[src/regread_consts.svh]
// widths and counts for the register-read slice
// IS_NUM, CDB_NUM and FU_NUM may change, but the tests assume 2, 2 and 4
// PREG_W must cover PHY_REG_NUM
`ifndef REGREAD_CONSTS_SVH
`define REGREAD_CONSTS_SVH

// ------------------------------------------------------------------------
// datapath
// ------------------------------------------------------------------------
`define XLEN         32   // register value width
`define PHY_REG_NUM  64   // physical registers
`define PREG_W       6    // log2 of PHY_REG_NUM
`define TAG_W        5    // rob tag width

// ------------------------------------------------------------------------
// port counts
// ------------------------------------------------------------------------
`define IS_NUM       2    // issue slots, two reads each
`define CDB_NUM      2    // cdb write ports
`define FU_NUM       4    // completion requesters
`define ZERO_REG     0    // hard zero physical index

`endif

[src/regread_pkg.sv]
// shared scalar types for the register-read slice
// widths come from the consts header, so keep PREG_W in step with PHY_REG_NUM
`default_nettype none

`include "regread_consts.svh"

package regread_pkg;

  // ------------------------------------------------------------------------
  // payload
  // ------------------------------------------------------------------------

  // one architectural word as held in the prf
  typedef logic [`XLEN-1:0] data_t;

  // ------------------------------------------------------------------------
  // identifiers
  // ------------------------------------------------------------------------

  // physical register index, 0 is the hard zero
  typedef logic [`PREG_W-1:0] preg_t;

  // rob tag, travels with an issued instruction
  // only carried through here, never decoded
  typedef logic [`TAG_W-1:0] tag_t;

endpackage

`default_nettype wire

[src/operand_read.sv]
// operand-read pipeline register, one stage between prf read and execute
// tag and operands only load for a valid slot and hold otherwise
// consumers must look at op_valid_o before using the payload
`timescale 1ns/1ps
`default_nettype none

`include "regread_consts.svh"

module operand_read (
  input  wire logic                                   clk_i,
  input  wire logic                                   rst_i,
  // issue slots, values already read from the prf
  input  wire logic [`IS_NUM-1:0]                     is_valid_i,
  input  wire regread_pkg::tag_t [`IS_NUM-1:0]        is_tag_i,
  input  wire regread_pkg::data_t [`IS_NUM-1:0]       src1_data_i,
  input  wire regread_pkg::data_t [`IS_NUM-1:0]       src2_data_i,
  // to execute
  output logic [`IS_NUM-1:0]                          op_valid_o,
  output regread_pkg::tag_t [`IS_NUM-1:0]             op_tag_o,
  output regread_pkg::data_t [`IS_NUM-1:0]            op_data1_o,
  output regread_pkg::data_t [`IS_NUM-1:0]            op_data2_o
);

  // ------------------------------------------------------------------------
  // valid, the only control state here
  // ------------------------------------------------------------------------

  always_ff @(posedge clk_i) begin
    if (rst_i) begin
      op_valid_o <= '0;
    end else begin
      op_valid_o <= is_valid_i;   // invalid slot drops to 0 next cycle
    end
  end

  // ------------------------------------------------------------------------
  // payload, per slot load enable
  // ------------------------------------------------------------------------
  // idle slots keep their old contents, saves toggling into execute

  always_ff @(posedge clk_i) begin
    for (int s = 0; s < `IS_NUM; s++) begin
      if (is_valid_i[s]) begin
        op_tag_o[s]   <= is_tag_i[s];
        op_data1_o[s] <= src1_data_i[s];
        op_data2_o[s] <= src2_data_i[s];
      end
    end
  end

endmodule

`default_nettype wire

[config.mk]
export PLATFORM = sky130hd
export DESIGN_NAME = operand_read
export DESIGN_NICKNAME = d
export VERILOG_FILES = /design/src/regread_pkg.sv /design/src/operand_read.sv
export VERILOG_INCLUDE_DIRS = /design/src
export SDC_FILE = /design/constraint.sdc
export NUM_CORES = 1
export LEC_CHECK = 0
export ABC_CLOCK_PERIOD_IN_PS = 800
export BUFFER_PORTS_ARGS = -buffer_cell sky130_fd_sc_hd__clkbuf_2
export CORE_AREA = 2 2 110 112
export DETAILED_ROUTE_END_ITERATION = 16
export DIE_AREA = 0 0 112 114
export MAX_ROUTING_LAYER = met4
export PLACE_DENSITY = 0.7
export SETUP_SLACK_MARGIN = 0.5
export SYNTH_ARGS = -nofsm -noshare
export SYNTH_HDL_FRONTEND = slang
export SYNTH_SLANG_ARGS = --single-unit
[constraint.sdc]
create_clock -name clk_i -period 0.8 [get_ports clk_i]
set_input_delay 0.04 -clock clk_i [delete_from_list [all_inputs] [get_ports clk_i]]
set_output_delay 0.04 -clock clk_i [all_outputs]
set_load 0.01 [all_outputs]
==> results by group <==
Status
  • Status: complete, but fails checks
  • Failing checks: negative hold slack, negative setup slack

Clock tree
  • H-tree depth: 4
  • CTS Buffer Depth: 2
  • Clk sinks: 140
  • Root buf cell: clkbuf_16
  • Total CTS buffers: 17
  • Post CTS Setup Buffer Count: 0
  • CTS tree: built
  • Clk pin slew, worst setup/hold paths: 0.05 ns

Yosys
  • Area contributors post-synth: edfxtp_1 99%, dfxtp_1 0.95%, nor2b_1 0.30%
  • Post-synthesis sequential area ratio: 99.7%
  • Synth Register Bits: 140
  • Syn. warnings: 0
  • EDFF count, synth: 138
  • Post-synthesis cell count: 142
  • Share of the synthesized area in the top cell type: 98.7%
  • Post-synth top cells: 138 x edfxtp_1, 2 x dfxtp_1, 2 x nor2b_1
  • Asr flop ratio synth: 0%
  • Post-synth cell types: 3
  • Most frequent cell after synthesis: edfxtp_1
  • Primary FF master, synth: edfxtp_1
  • Mapped cell area: 4200 um2
  • Area leader, netlist: edfxtp_1
  • Synthesized Nets: 284
  • Average size of a mapped cell: 29.6 um2

Setup path
  • CP max stage cell: edfxtp_1
  • Worst path cell trace: clkbuf_2
  • Crit Path Max Fanout: 1
  • WP buf/inv: 1
  • Crit path capture type: output pin
  • Arr. time, crit path: 0.93 ns
  • Crit path kind: reg -> out
  • CP startpoint: op_data1_o[55]
  • Critical path's largest stage delay: 0.39 ns
  • CP startpoint kind: flip-flop
  • Data required time at the worst endpoint: 0.76 ns
  • Crit path max-delay family: flip-flops

Route
  • Initial drt markers: 84
  • Antenna viol nets, final: 0
  • Vias: 2550
  • DR pass1 iterations: 4
  • Vias/cell: 4.17
  • DRT Wirelength: 9390 um
  • DRC Markers: 0
  • Routed WL per cell: 15.3 um

Timing
  • Hold Vio Cnt, Final: 140
  • Post-layout min period: 0.974 ns
  • Final setup fails: 140
  • Fin crit share: 122%
  • Least-Margin Pin Slew: 0.180 ns
  • Unrepaired setup endpoints after global routing: true
  • Worst setup margin: -0.174 ns
  • Slew HR: 88.0%
  • Fin. max-slew vios: 0
  • Fin Hold WS: -0.200 ns
  • F_max: 1030 MHz
  • Total negative slack: -19.20 ns

Finish
  • Antenna diodes: 0
  • Layout cell share with drive strength beyond 1: 69.0%
  • Post-Layout Inst Area: 6610 um2
  • Synth-to-layout area growth: 57.4%
  • Nets@finish: 595
  • Util after Layout: 56.4%
  • Fillers: 909

GRT
  • Initial antenna violation count: 0
  • First-pass GRT wire length: 13500 um
  • Largest net degree at the start of global routing: 22
  • Grt ovf: 0
  • Vias in the first global route: 2668
  • GRT Util Overall: 15.0%

Min path
  • Worst hold stages: 2
  • HP Start: rst_i
  • WHS Endpoint: op_valid_o[0]
  • Worst hold path type: in -> reg

Floorplanning
  • Die height: 114 um
  • Die Wd: 112 um
  • Starting density of the core: 35.8%
  • Core box area: 11700 um2
  • IO Count: 282
  • # rows: 40
  • Die ar.: 12800 um2

Power and ir drop
  • Leakage Power: 2.93 nW
  • Worst IR drop on VDD: 1.53 mV
  • Power Density: 2680 nW/um2

Placed design
  • Buffers on Ports: 281
  • Post-DP Area: 5880 um2
  • Pre-CTS setup slack: 0.0153 ns
  • Gpl congestion: 0.763
  • HPWL after detailed placement: 7080 um

Job
  • MaxCap Viol Count: 0
==> metrics by stage <==
| step | power, W | std cells |
|---|---|---|
| floorplan | 0.00933 | 142 |
| global placement | 0.0104 | 577 |
| detailed placement | 0.0104 | 577 |
| CTS | 0.0179 | 612 |
| global route | 0.0183 | 612 |
| finish | 0.0177 | 612 |
==> area by class of cell <==
cell class	count	area, um2	area share, %
clock inverters	4	55.1	0.833
multi-input cells	2	12.5	0.189
repair buffers	292	1640	24.9
flip-flops and latches	140	4190	63.4
clock buffers	27	523	7.92
well taps	147	184	2.78
==> report_power, final <==
part | total (W) | switching [W] | internal (W)
combinational | 0.00147 | 0.000766 | 0.000708
clock | 0.00739 | 0.00263 | 0.00477
sequential | 0.00886 | 0.000150 | 0.00871
==> sequential cells by signal, indices dropped and copies added (netlist names) <==
signal	flops
op_data1_o	64
op_data2_o	64
op_tag_o	10
op_valid_o	2
==> worst max path at each step <==
stage | to | slack [ns] | cells past startpoint
floorplan | op_data1_o[0] | 0.37 | 0
global placement | op_data2_o[31] | 0.04 | 2
detailed placement | op_data2_o[5] | 0.02 | 2
CTS | op_data2_o[30] | -0.21 | 1
global route | op_data1_o[51] | -0.23 | 1
finish | op_data1_o[55] | -0.17 | 1
==> timing repair <==
item,in CTS,in global routing
cloned,4,0
resized for setup,11,7
setup endpoints to repair,259,140
hold endpoints to repair,140,140
==> layer usage <==
metal	track usage (%)	part of all wire [%]	vias up
met2	24.6	51	182
met3	5.69	9.8	16
met1	16.0	37	1150
met4	7.56	1.8	0
li1	-	-	1202
met5	-	0	-
==> cell usage in the layout, fill, tap and decap left out, types with 2 or more instances in the layout <==
cell,Yosys,layout
clkbuf_2,0,274
edfxtp_1,138,138
clkbuf_16,0,17
clkbuf_8,0,6
clkbuf_1,0,4
buf_16,0,4
buf_6,0,4
buf_12,0,4
buf_2,0,3
buf_4,0,3
nor2b_1,2,2
clkinv_4,0,2
dfxtp_2,0,2
==> logic make-up after synthesis <==
family | count (synthesis) | share of synthesized area, %
flops | 140 | 99.7
simple gates | 2 | 0.298
Power figures use the tool's default switching activity.
