`config.mk`:
```
export PLATFORM = sky130hd
export DESIGN_NAME = cdb_arbiter
export DESIGN_NICKNAME = d
export VERILOG_FILES = /design/src/regread_pkg.sv /design/src/cdb_arbiter.sv
export VERILOG_INCLUDE_DIRS = /design/src
export SDC_FILE = /design/constraint.sdc
export NUM_CORES = 1
export LEC_CHECK = 0
export BUFFER_PORTS_ARGS = -buffer_cell sky130_fd_sc_hd__clkbuf_2
export CAP_MARGIN = 0
export CORE_AREA = 4 4 91 93
export DETAILED_ROUTE_END_ITERATION = 7
export DIE_AREA = 0 0 95 97
export PLACE_DENSITY = 0.72
export SYNTH_ARGS = -nofsm -noshare
export SYNTH_HDL_FRONTEND = slang
export SYNTH_SLANG_ARGS = --single-unit
```
`constraint.sdc`:
```
create_clock -name vclk -period 3.2
set_input_delay 0.48 -clock vclk [all_inputs]
set_output_delay 0.48 -clock vclk [all_outputs]
set_load 0.1 [all_outputs]
```
`src/regread_consts.svh`:
```
// widths and counts for the register-read slice
// IS_NUM, CDB_NUM and FU_NUM may change, but the tests assume 2, 2 and 4
// PREG_W must cover PHY_REG_NUM
`ifndef REGREAD_CONSTS_SVH
`define REGREAD_CONSTS_SVH

// ------------------------------------------------------------------------
// datapath
// ------------------------------------------------------------------------
`define XLEN         32   // register value width
`define PHY_REG_NUM  64   // physical registers
`define PREG_W       6    // log2 of PHY_REG_NUM
`define TAG_W        5    // rob tag width

// ------------------------------------------------------------------------
// port counts
// ------------------------------------------------------------------------
`define IS_NUM       2    // issue slots, two reads each
`define CDB_NUM      2    // cdb write ports
`define FU_NUM       4    // completion requesters
`define ZERO_REG     0    // hard zero physical index

`endif

```
`src/regread_pkg.sv`:
```
// shared scalar types for the register-read slice
// widths come from the consts header, so keep PREG_W in step with PHY_REG_NUM
`default_nettype none

`include "regread_consts.svh"

package regread_pkg;

  // ------------------------------------------------------------------------
  // payload
  // ------------------------------------------------------------------------

  // one architectural word as held in the prf
  typedef logic [`XLEN-1:0] data_t;

  // ------------------------------------------------------------------------
  // identifiers
  // ------------------------------------------------------------------------

  // physical register index, 0 is the hard zero
  typedef logic [`PREG_W-1:0] preg_t;

  // rob tag, travels with an issued instruction
  // only carried through here, never decoded
  typedef logic [`TAG_W-1:0] tag_t;

endpackage

`default_nettype wire

```
`src/cdb_arbiter.sv`:
```
// fixed priority, lowest index wins, up to CDB_NUM grants per cycle
// purely combinational, the requester must hold req/addr/data until granted
// unused cdb ports are invalid with zero payload
`timescale 1ns/1ps
`default_nettype none

`include "regread_consts.svh"

module cdb_arbiter (
  // completion requests
  input  wire logic [`FU_NUM-1:0]                     fu_req_i,
  input  wire regread_pkg::preg_t [`FU_NUM-1:0]       fu_addr_i,
  input  wire regread_pkg::data_t [`FU_NUM-1:0]       fu_data_i,
  output logic [`FU_NUM-1:0]                          fu_gnt_o,   // same cycle
  // cdb broadcast
  output logic [`CDB_NUM-1:0]                         cdb_valid_o,
  output regread_pkg::preg_t [`CDB_NUM-1:0]           cdb_addr_o,
  output regread_pkg::data_t [`CDB_NUM-1:0]           cdb_data_o
);

  // requests not yet claimed by a lower port
  logic [`FU_NUM-1:0] avail;

  // ------------------------------------------------------------------------
  // port assignment
  // ------------------------------------------------------------------------
  // port 0 takes the lowest requester, port 1 the next one up, and so on
  // each port looks at what the ports before it left over

  always_comb begin
    avail       = fu_req_i;    // everything pending is a candidate
    fu_gnt_o    = '0;
    cdb_valid_o = '0;
    cdb_addr_o  = '0;          // idle port carries zeros
    cdb_data_o  = '0;

    for (int p = 0; p < `CDB_NUM; p++) begin
      for (int i = 0; i < `FU_NUM; i++) begin
        // first free requester only, port already filled otherwise
        if (avail[i] && !cdb_valid_o[p]) begin
          cdb_valid_o[p] = 1'b1;
          cdb_addr_o[p]  = fu_addr_i[i];   // steer payload
          cdb_data_o[p]  = fu_data_i[i];
          fu_gnt_o[i]    = 1'b1;
          avail[i]       = 1'b0;           // claimed, skip on later ports
        end
      end
    end
    // whatever is left in avail stays pending, fu holds it
  end

endmodule

`default_nettype wire

```
==> results of run 1 <==
-- cells by family after synthesis --
group,synth area share
adder cells (fa/ha/maj),0.005260
AND/OR/NAND/NOR,0.3807
XOR/XNOR,0.01315
AO/OA/AOI/OAI,0.4892
buffers and inverters,0.1118
-- report_power, final --
part           total (mW)  switching, mW  internal, mW
registers               0              0             0
logic                1.60           1.05         0.550
clock network           0              0             0
-- layout by cell type, fill, tap and decap left out, types with 2 or more instances in the layout --
cell type,n
clkbuf_2,159
buf_12,77
nand2_1,76
nor2_1,40
nor2b_1,38
o21ai_1,38
a221o_1,38
a221oi_1,37
buf_4,12
nand2b_1,2
a22oi_1,2
-- worst paths after layout --
path | endpoint | slack (ns) | cells after the start | from
worst max-delay path | cdb_addr_o[11] | 0.38 | 5 | fu_req_i[0]
worst min-delay path | cdb_data_o[13] | 1.36 | 4 | fu_data_i[109]
-- per-stage QoR --
| stage | instance area, µm² | utilization | std cells | setup WS [ns] |
|---|---|---|---|---|
| floorplan | 1903 | - | 323 | 0.1098 |
| global placement | 4287 | 0.5695 | 632 | 0.3973 |
| detailed placement | 4287 | 0.5695 | 632 | 0.3686 |
| CTS | 4287 | 0.5695 | 632 | 0.3683 |
| global route | 4287 | 0.5695 | 632 | 0.2462 |
| finish | 4287 | 0.5695 | 632 | 0.3827 |
-- per-layer routing --
layer | global-route usage | up-vias | routed length [µm]
li1 | - | 1625 | -
met1 | 0.2140 | 1616 | 3687
met2 | 0.4317 | 206 | 5777
met3 | 0.04432 | 18 | 1170
met4 | 0.04772 | 0 | 194
met5 | 0 | - | 0
-- area by class of cell --
type	instances	area (µm²)	area share
Multi-Input combinational cell	282	1732	0.4040
Timing Repair Buffer	248	2427	0.5663
Tap cell	102	127.6	0.02977
==> results_dict.tcl, run 1 <==
set metrics [dict create \
    io_buffers 238 \
    rsz0062_at_grt "false" \
    finalCriticalPeriod_ns 2.817 \
    critical_path_class "primary input to output pin" \
    yosysTopAreaCell "a221o_1" \
    worstPathMaxFanout 38 \
    pin_count 238 \
    drtPass1Iterations 4 \
    synth_area_leaders "a221o_1, a221oi_1, nand2_1, nor2b_1, nor2_1" \
    hold_class "primary input to output pin" \
    yosysTopAreaCellShare 0.1999 \
    startpoint_type "primary input" \
    nClkBuffers 0 \
    wl_per_cell_um 17.13 \
    ir_drop_mv 0.2015 \
    nets 688 \
    cp_slowest_stage_delay_ns 0.95 \
    layout-drive-gt1-share 0.4755 \
    dieArea_um2 9215 \
    area_delta_synth_final_pct 125.2 \
    tightest_slew_ns 1.110 \
    cts_resized 0 \
    drtIter0Drc 163 \
    cp_slowest_cell "xnor2_4" \
    syn_avg_cell_area_um2 5.892 \
    hold_violations 0 \
    crit_arrival_ns 2.34 \
    worstPathRequired_ns 2.72 \
    drv_cap 0 \
    die_x_um 95 \
    coreArea_um2 7527 \
    place_hpwl_um 8483 \
    design.seq.count 0 \
    final-seq-area_um2 0 \
    whs_ns 1.361 \
    path_buf_inv 2 \
    grt_usage 0.2136 \
    cp_top_family "XOR/XNOR gates" \
    drv_slew 0 \
    synth_cell_type_count 23 \
    drtAntennaViolNets 0 \
    grt_first_pass_wirelength_um 16560 \
    grt_max_degree 53 \
    num-fill-cells 699 \
    gp_congestion 0.8386 \
    antenna_found_initial 0 \
    fp.dieH_um 97 \
    overflow 0 \
    total_power_mw 1.600 \
    max_freq_mhz 354.9 \
    start_util 0.2528 \
    yosys_warnings 0 \
    num_antenna_cells 0 \
    drc 0 \
    status "complete, no violations" \
    synth_nets 479 \
    p_per_area_nw_per_um2 373.3 \
    hold_buffers 0 \
    crit_chain "clkbuf_2 -> xnor2_4 -> nor2_1 -> a221o_1 -> buf_12" \
    post-cts-setup-buffers 0 \
    min_period_over_period 0.8804 \
    finalSetupTns_ns 0 \
    critPathCaptureType "output pin" \
    first_global_vias 3505 \
    num_vias 3465 \
    relSlewSlack 0.2600 \
    synthCells 323 \
    via_per_inst 5.483 \
    ys_seq_area_frac 0 \
    power.leakage_nw 1.981 \
    placementRows 32 \
    setup-violations-final 0 \
    wirelength_um 10830 \
    yosys-top-cells-count "nand2_1, nor2_1, nor2b_1" \
    mappedNetlistArea_um2 1903 \
    yosysMostFrequentCell "nand2_1" \
]
Power figures use the tool's default switching activity.
==> inputs of run 2 (changes only) <==
--- a/config.mk
+++ b/config.mk
@@ -12,6 +12,7 @@
 export DETAILED_ROUTE_END_ITERATION = 7
 export DIE_AREA = 0 0 95 97
 export PLACE_DENSITY = 0.72
+export REMOVE_ABC_BUFFERS = 1
 export SYNTH_ARGS = -nofsm -noshare
 export SYNTH_HDL_FRONTEND = slang
 export SYNTH_SLANG_ARGS = --single-unit
==> results_dict.tcl, run 2 (synthesis gave the netlist of run 1 again) <==
set metrics [dict create \
    status "complete, no violations" \
    p_per_area_nw_per_um2 371.9 \
    drtIter0Drc 179 \
    drc 0 \
    fin_ws_ns 0.2546 \
    fp.dieH_um 97 \
    nets 685 \
    min_period_over_period 0.9204 \
    worstPathRequired_ns 2.72 \
    relSlewSlack 0.2323 \
    mostFrequentLayoutCells "clkbuf_2, buf_12, nand2_1" \
    finalCriticalPeriod_ns 2.945 \
    antenna_found_initial 1 \
    wl_met3_um 1182 \
    ir_drop_mv 0.2072 \
    grt_max_degree 80 \
    drtAntennaViolNets 0 \
    hold_class "primary input to output pin" \
    post-cts-setup-buffers 0 \
    power.leakage_nw 1.966 \
    total_power_mw 1.589 \
    critPathCaptureType "output pin" \
    grt_first_pass_wirelength_um 16530 \
    hold_violations 0 \
    first_global_vias 3505 \
    worstPathMaxFanout 38 \
    placementRows 32 \
    startpoint_type "primary input" \
    area_delta_synth_final_pct 124.5 \
    dieArea_um2 9215 \
    nClkBuffers 0 \
    overflow 0 \
    num_antenna_cells 0 \
    layout-drive-gt1-share 0.4725 \
    detailedPlace.worstSlack_ns 0.2375 \
    die_x_um 95 \
    num_vias 3474 \
    start_util 0.2528 \
    design.seq.count 0 \
    hold_buffers 0 \
    mostFrequentLayoutCell "clkbuf_2" \
    gp_congestion 0.8493 \
    wl_per_cell_um 16.92 \
    drv_cap 0 \
    route.met2.wl_um 5358 \
    top_layer "met5" \
    pin_count 238 \
    coreArea_um2 7527 \
    drv_slew 0 \
    crit_arrival_ns 2.47 \
    io_buffers 238 \
    rsz0062_at_grt "false" \
    final-seq-area_um2 0 \
    setup-violations-final 0 \
    max_freq_mhz 339.5 \
    tightest_slew_ns 1.152 \
    multi_input_area_um2 1732 \
    grt_usage 0.2133 \
    critical_path_class "primary input to output pin" \
    place_hpwl_um 8197 \
    via_per_inst 5.523 \
    drtPass1Iterations 5 \
    wl_met1_um 3796 \
    wirelength_um 10640 \
    cts_resized 0 \
    num-fill-cells 679 \
]
==> run 2: cell types whose count changed in the layout (fill, tap and decap cells not counted), sizes merged <==
cell    before  now
buf         89   84
clkbuf     159  161
==> run 2: worst max-delay path, stage by stage <==
cell      delay, ns
clkbuf_2       0.20
or2_1          0.32
o22ai_4        0.88
a221o_1        0.37
buf_12         0.19
==> run 2: worst paths after layout <==
| path | start | to | slack (ns) | cells past startpoint |
|---|---|---|---|---|
| worst max-delay path | fu_req_i[1] | cdb_data_o[50] | 0.25 | 5 |
| worst min-delay path | fu_data_i[125] | cdb_data_o[29] | 1.36 | 4 |
==> run 2: through the flow <==
step / hold WS, ns / instances / instance area [µm²] / util / TNS [ns]
floorplan: 0.9600 / 282 / 1690 / - / -52.98
global placement: 1.355 / 629 / 4272 / 0.5675 / 0
detailed placement: 1.360 / 629 / 4272 / 0.5675 / 0
CTS: 1.362 / 629 / 4272 / 0.5675 / 0
global route: 1.385 / 629 / 4272 / 0.5675 / 0
finish: 1.363 / 629 / 4272 / 0.5675 / 0
==> run 2: area by class of cell <==
cell class / instances / share of cell area
repair buffers: 245 / 0.5647
multi-input cells: 282 / 0.4054
well taps: 102 / 0.02988
==> run 2: metal layers <==
layer / up-vias / GRT usage
met5: - / 0
met4: 2 / 0.05438
met2: 225 / 0.3910
li1: 1625 / -
met1: 1594 / 0.2451
met3: 28 / 0.04510
==> run 2: power breakdown <==
| group | total [mW] | internal (mW) | switching, mW |
|---|---|---|---|
| logic | 1.59 | 0.545 | 1.04 |
| registers | 0 | 0 | 0 |
| clock network | 0 | 0 | 0 |
| total | 1.59 | 0.545 | 1.04 |
==> inputs of run 3 (changes only) <==
==> constraint.sdc (replaced) <==
create_clock -name vclk -period 3.2
set_input_delay 0.48 -clock vclk [all_inputs]
set_output_delay 0.48 -clock vclk [all_outputs]
set_load 0.02 [all_outputs]
==> results_dict.tcl, run 3 (synthesis gave the netlist of run 1 again) <==
set metrics [dict create \
    status "complete, no violations" \
    cts_resized 0 \
    post-cts-setup-buffers 0 \
    grt_usage 0.1906 \
    worstPathMaxFanout 38 \
    design.seq.count 0 \
    die_x_um 95 \
    overflow 0 \
    fin_ws_ns 0.3193 \
    tightest_slew_ns 1.138 \
    io_buffers 238 \
    drv_cap 0 \
    hold_buffers 0 \
    min_period_over_period 0.9002 \
    setup-violations-final 0 \
    drtAntennaViolNets 0 \
    start_util 0.2528 \
    fp.dieH_um 97 \
    post-route-util 0.4142 \
    critPathCaptureType "output pin" \
    drtIter0Drc 158 \
    nClkBuffers 0 \
    final-seq-area_um2 0 \
    coreArea_um2 7527 \
    total_power_mw 0.6019 \
    detailedPlace.worstSlack_ns 0.3006 \
    wl_per_cell_um 15.58 \
    wirelength_um 9832 \
    p_per_area_nw_per_um2 193.0 \
    mostFrequentLayoutCells "clkbuf_2, nand2_1, nor2_1" \
    antenna_found_initial 2 \
    crit_arrival_ns 2.40 \
    drc 0 \
    rsz0062_at_grt "false" \
    grt_max_degree 44 \
    area_delta_synth_final_pct 63.84 \
    startpoint_type "primary input" \
    hold_violations 0 \
    mostFrequentLayoutCell "clkbuf_2" \
    whs_ns 1.289 \
    pin_count 238 \
    gp_congestion 0.8416 \
    place_hpwl_um 7590 \
    power.leakage_nw 1.594 \
    num_antenna_cells 0 \
    cp_slowest_stage_delay_ns 0.86 \
    first_global_vias 3295 \
    ir_drop_mv 0.1299 \
    layout-drive-gt1-share 0.4745 \
    drtPass1Iterations 5 \
    cpMostUsedCell "clkbuf_2" \
    finalSetupTns_ns 0 \
    drv_slew 0 \
    relSlewSlack 0.2412 \
    nets 687 \
    grt_first_pass_wirelength_um 14900 \
    cp_slowest_cell "o22ai_4" \
    critical_path_class "primary input to output pin" \
    finalCriticalPeriod_ns 2.881 \
    via_per_inst 5.366 \
    num_vias 3386 \
    worstPathRequired_ns 2.72 \
    placementRows 32 \
    crit_chain "clkbuf_2 -> or2_1 -> o22ai_4 -> a221o_1 -> clkbuf_2" \
    max_freq_mhz 347.1 \
    dieArea_um2 9215 \
    hold_class "primary input to output pin" \
]
run 3: cell types whose count changed in the layout (fill, tap and decap cells not counted), sizes merged:
cell | before | now
buf | 84 | 9
clkbuf | 161 | 238
run 3: power by group:
part / switching, mW / internal [mW]
clock: 0 / 0
sequential: 0 / 0
combinational: 0.360 / 0.241
total: 0.360 / 0.241
run 3: critical path, delay by kind of cell:
family	cells	cell delay, ns
AO/OA/AOI/OAI	2	1.17
buffers and inverters	2	0.40
AND/OR/NAND/NOR	1	0.32
run 3: worst paths after layout:
kind	slack [ns]	cells past startpoint	startpoint	end
setup / recovery	0.32	5	fu_req_i[2]	cdb_data_o[37]
hold / removal	1.29	4	fu_addr_i[20]	cdb_addr_o[2]
run 3: area by class of cell:
class              instances  area [µm²]
fillers                  815        4409
multi-input cells        282        1732
well taps                102       127.6
repair buffers           247        1259
run 3: routing by layer:
metal / wire, µm / part of all wire / track usage / up-vias
met5: 34 / 0.0035 / 0 / -
met4: 111 / 0.011 / 0.02664 / 4
met3: 1132 / 0.12 / 0.04277 / 13
met2: 4980 / 0.51 / 0.3650 / 204
met1: 3574 / 0.36 / 0.2132 / 1538
li1: - / - / - / 1627
run 3: stage by stage:
| stage | instance area (µm²) | instances |
|---|---|---|
| floorplan | 1690 | 282 |
| global placement | 3118 | 631 |
| detailed placement | 3118 | 631 |
| CTS | 3118 | 631 |
| global route | 3118 | 631 |
| finish | 3118 | 631 |
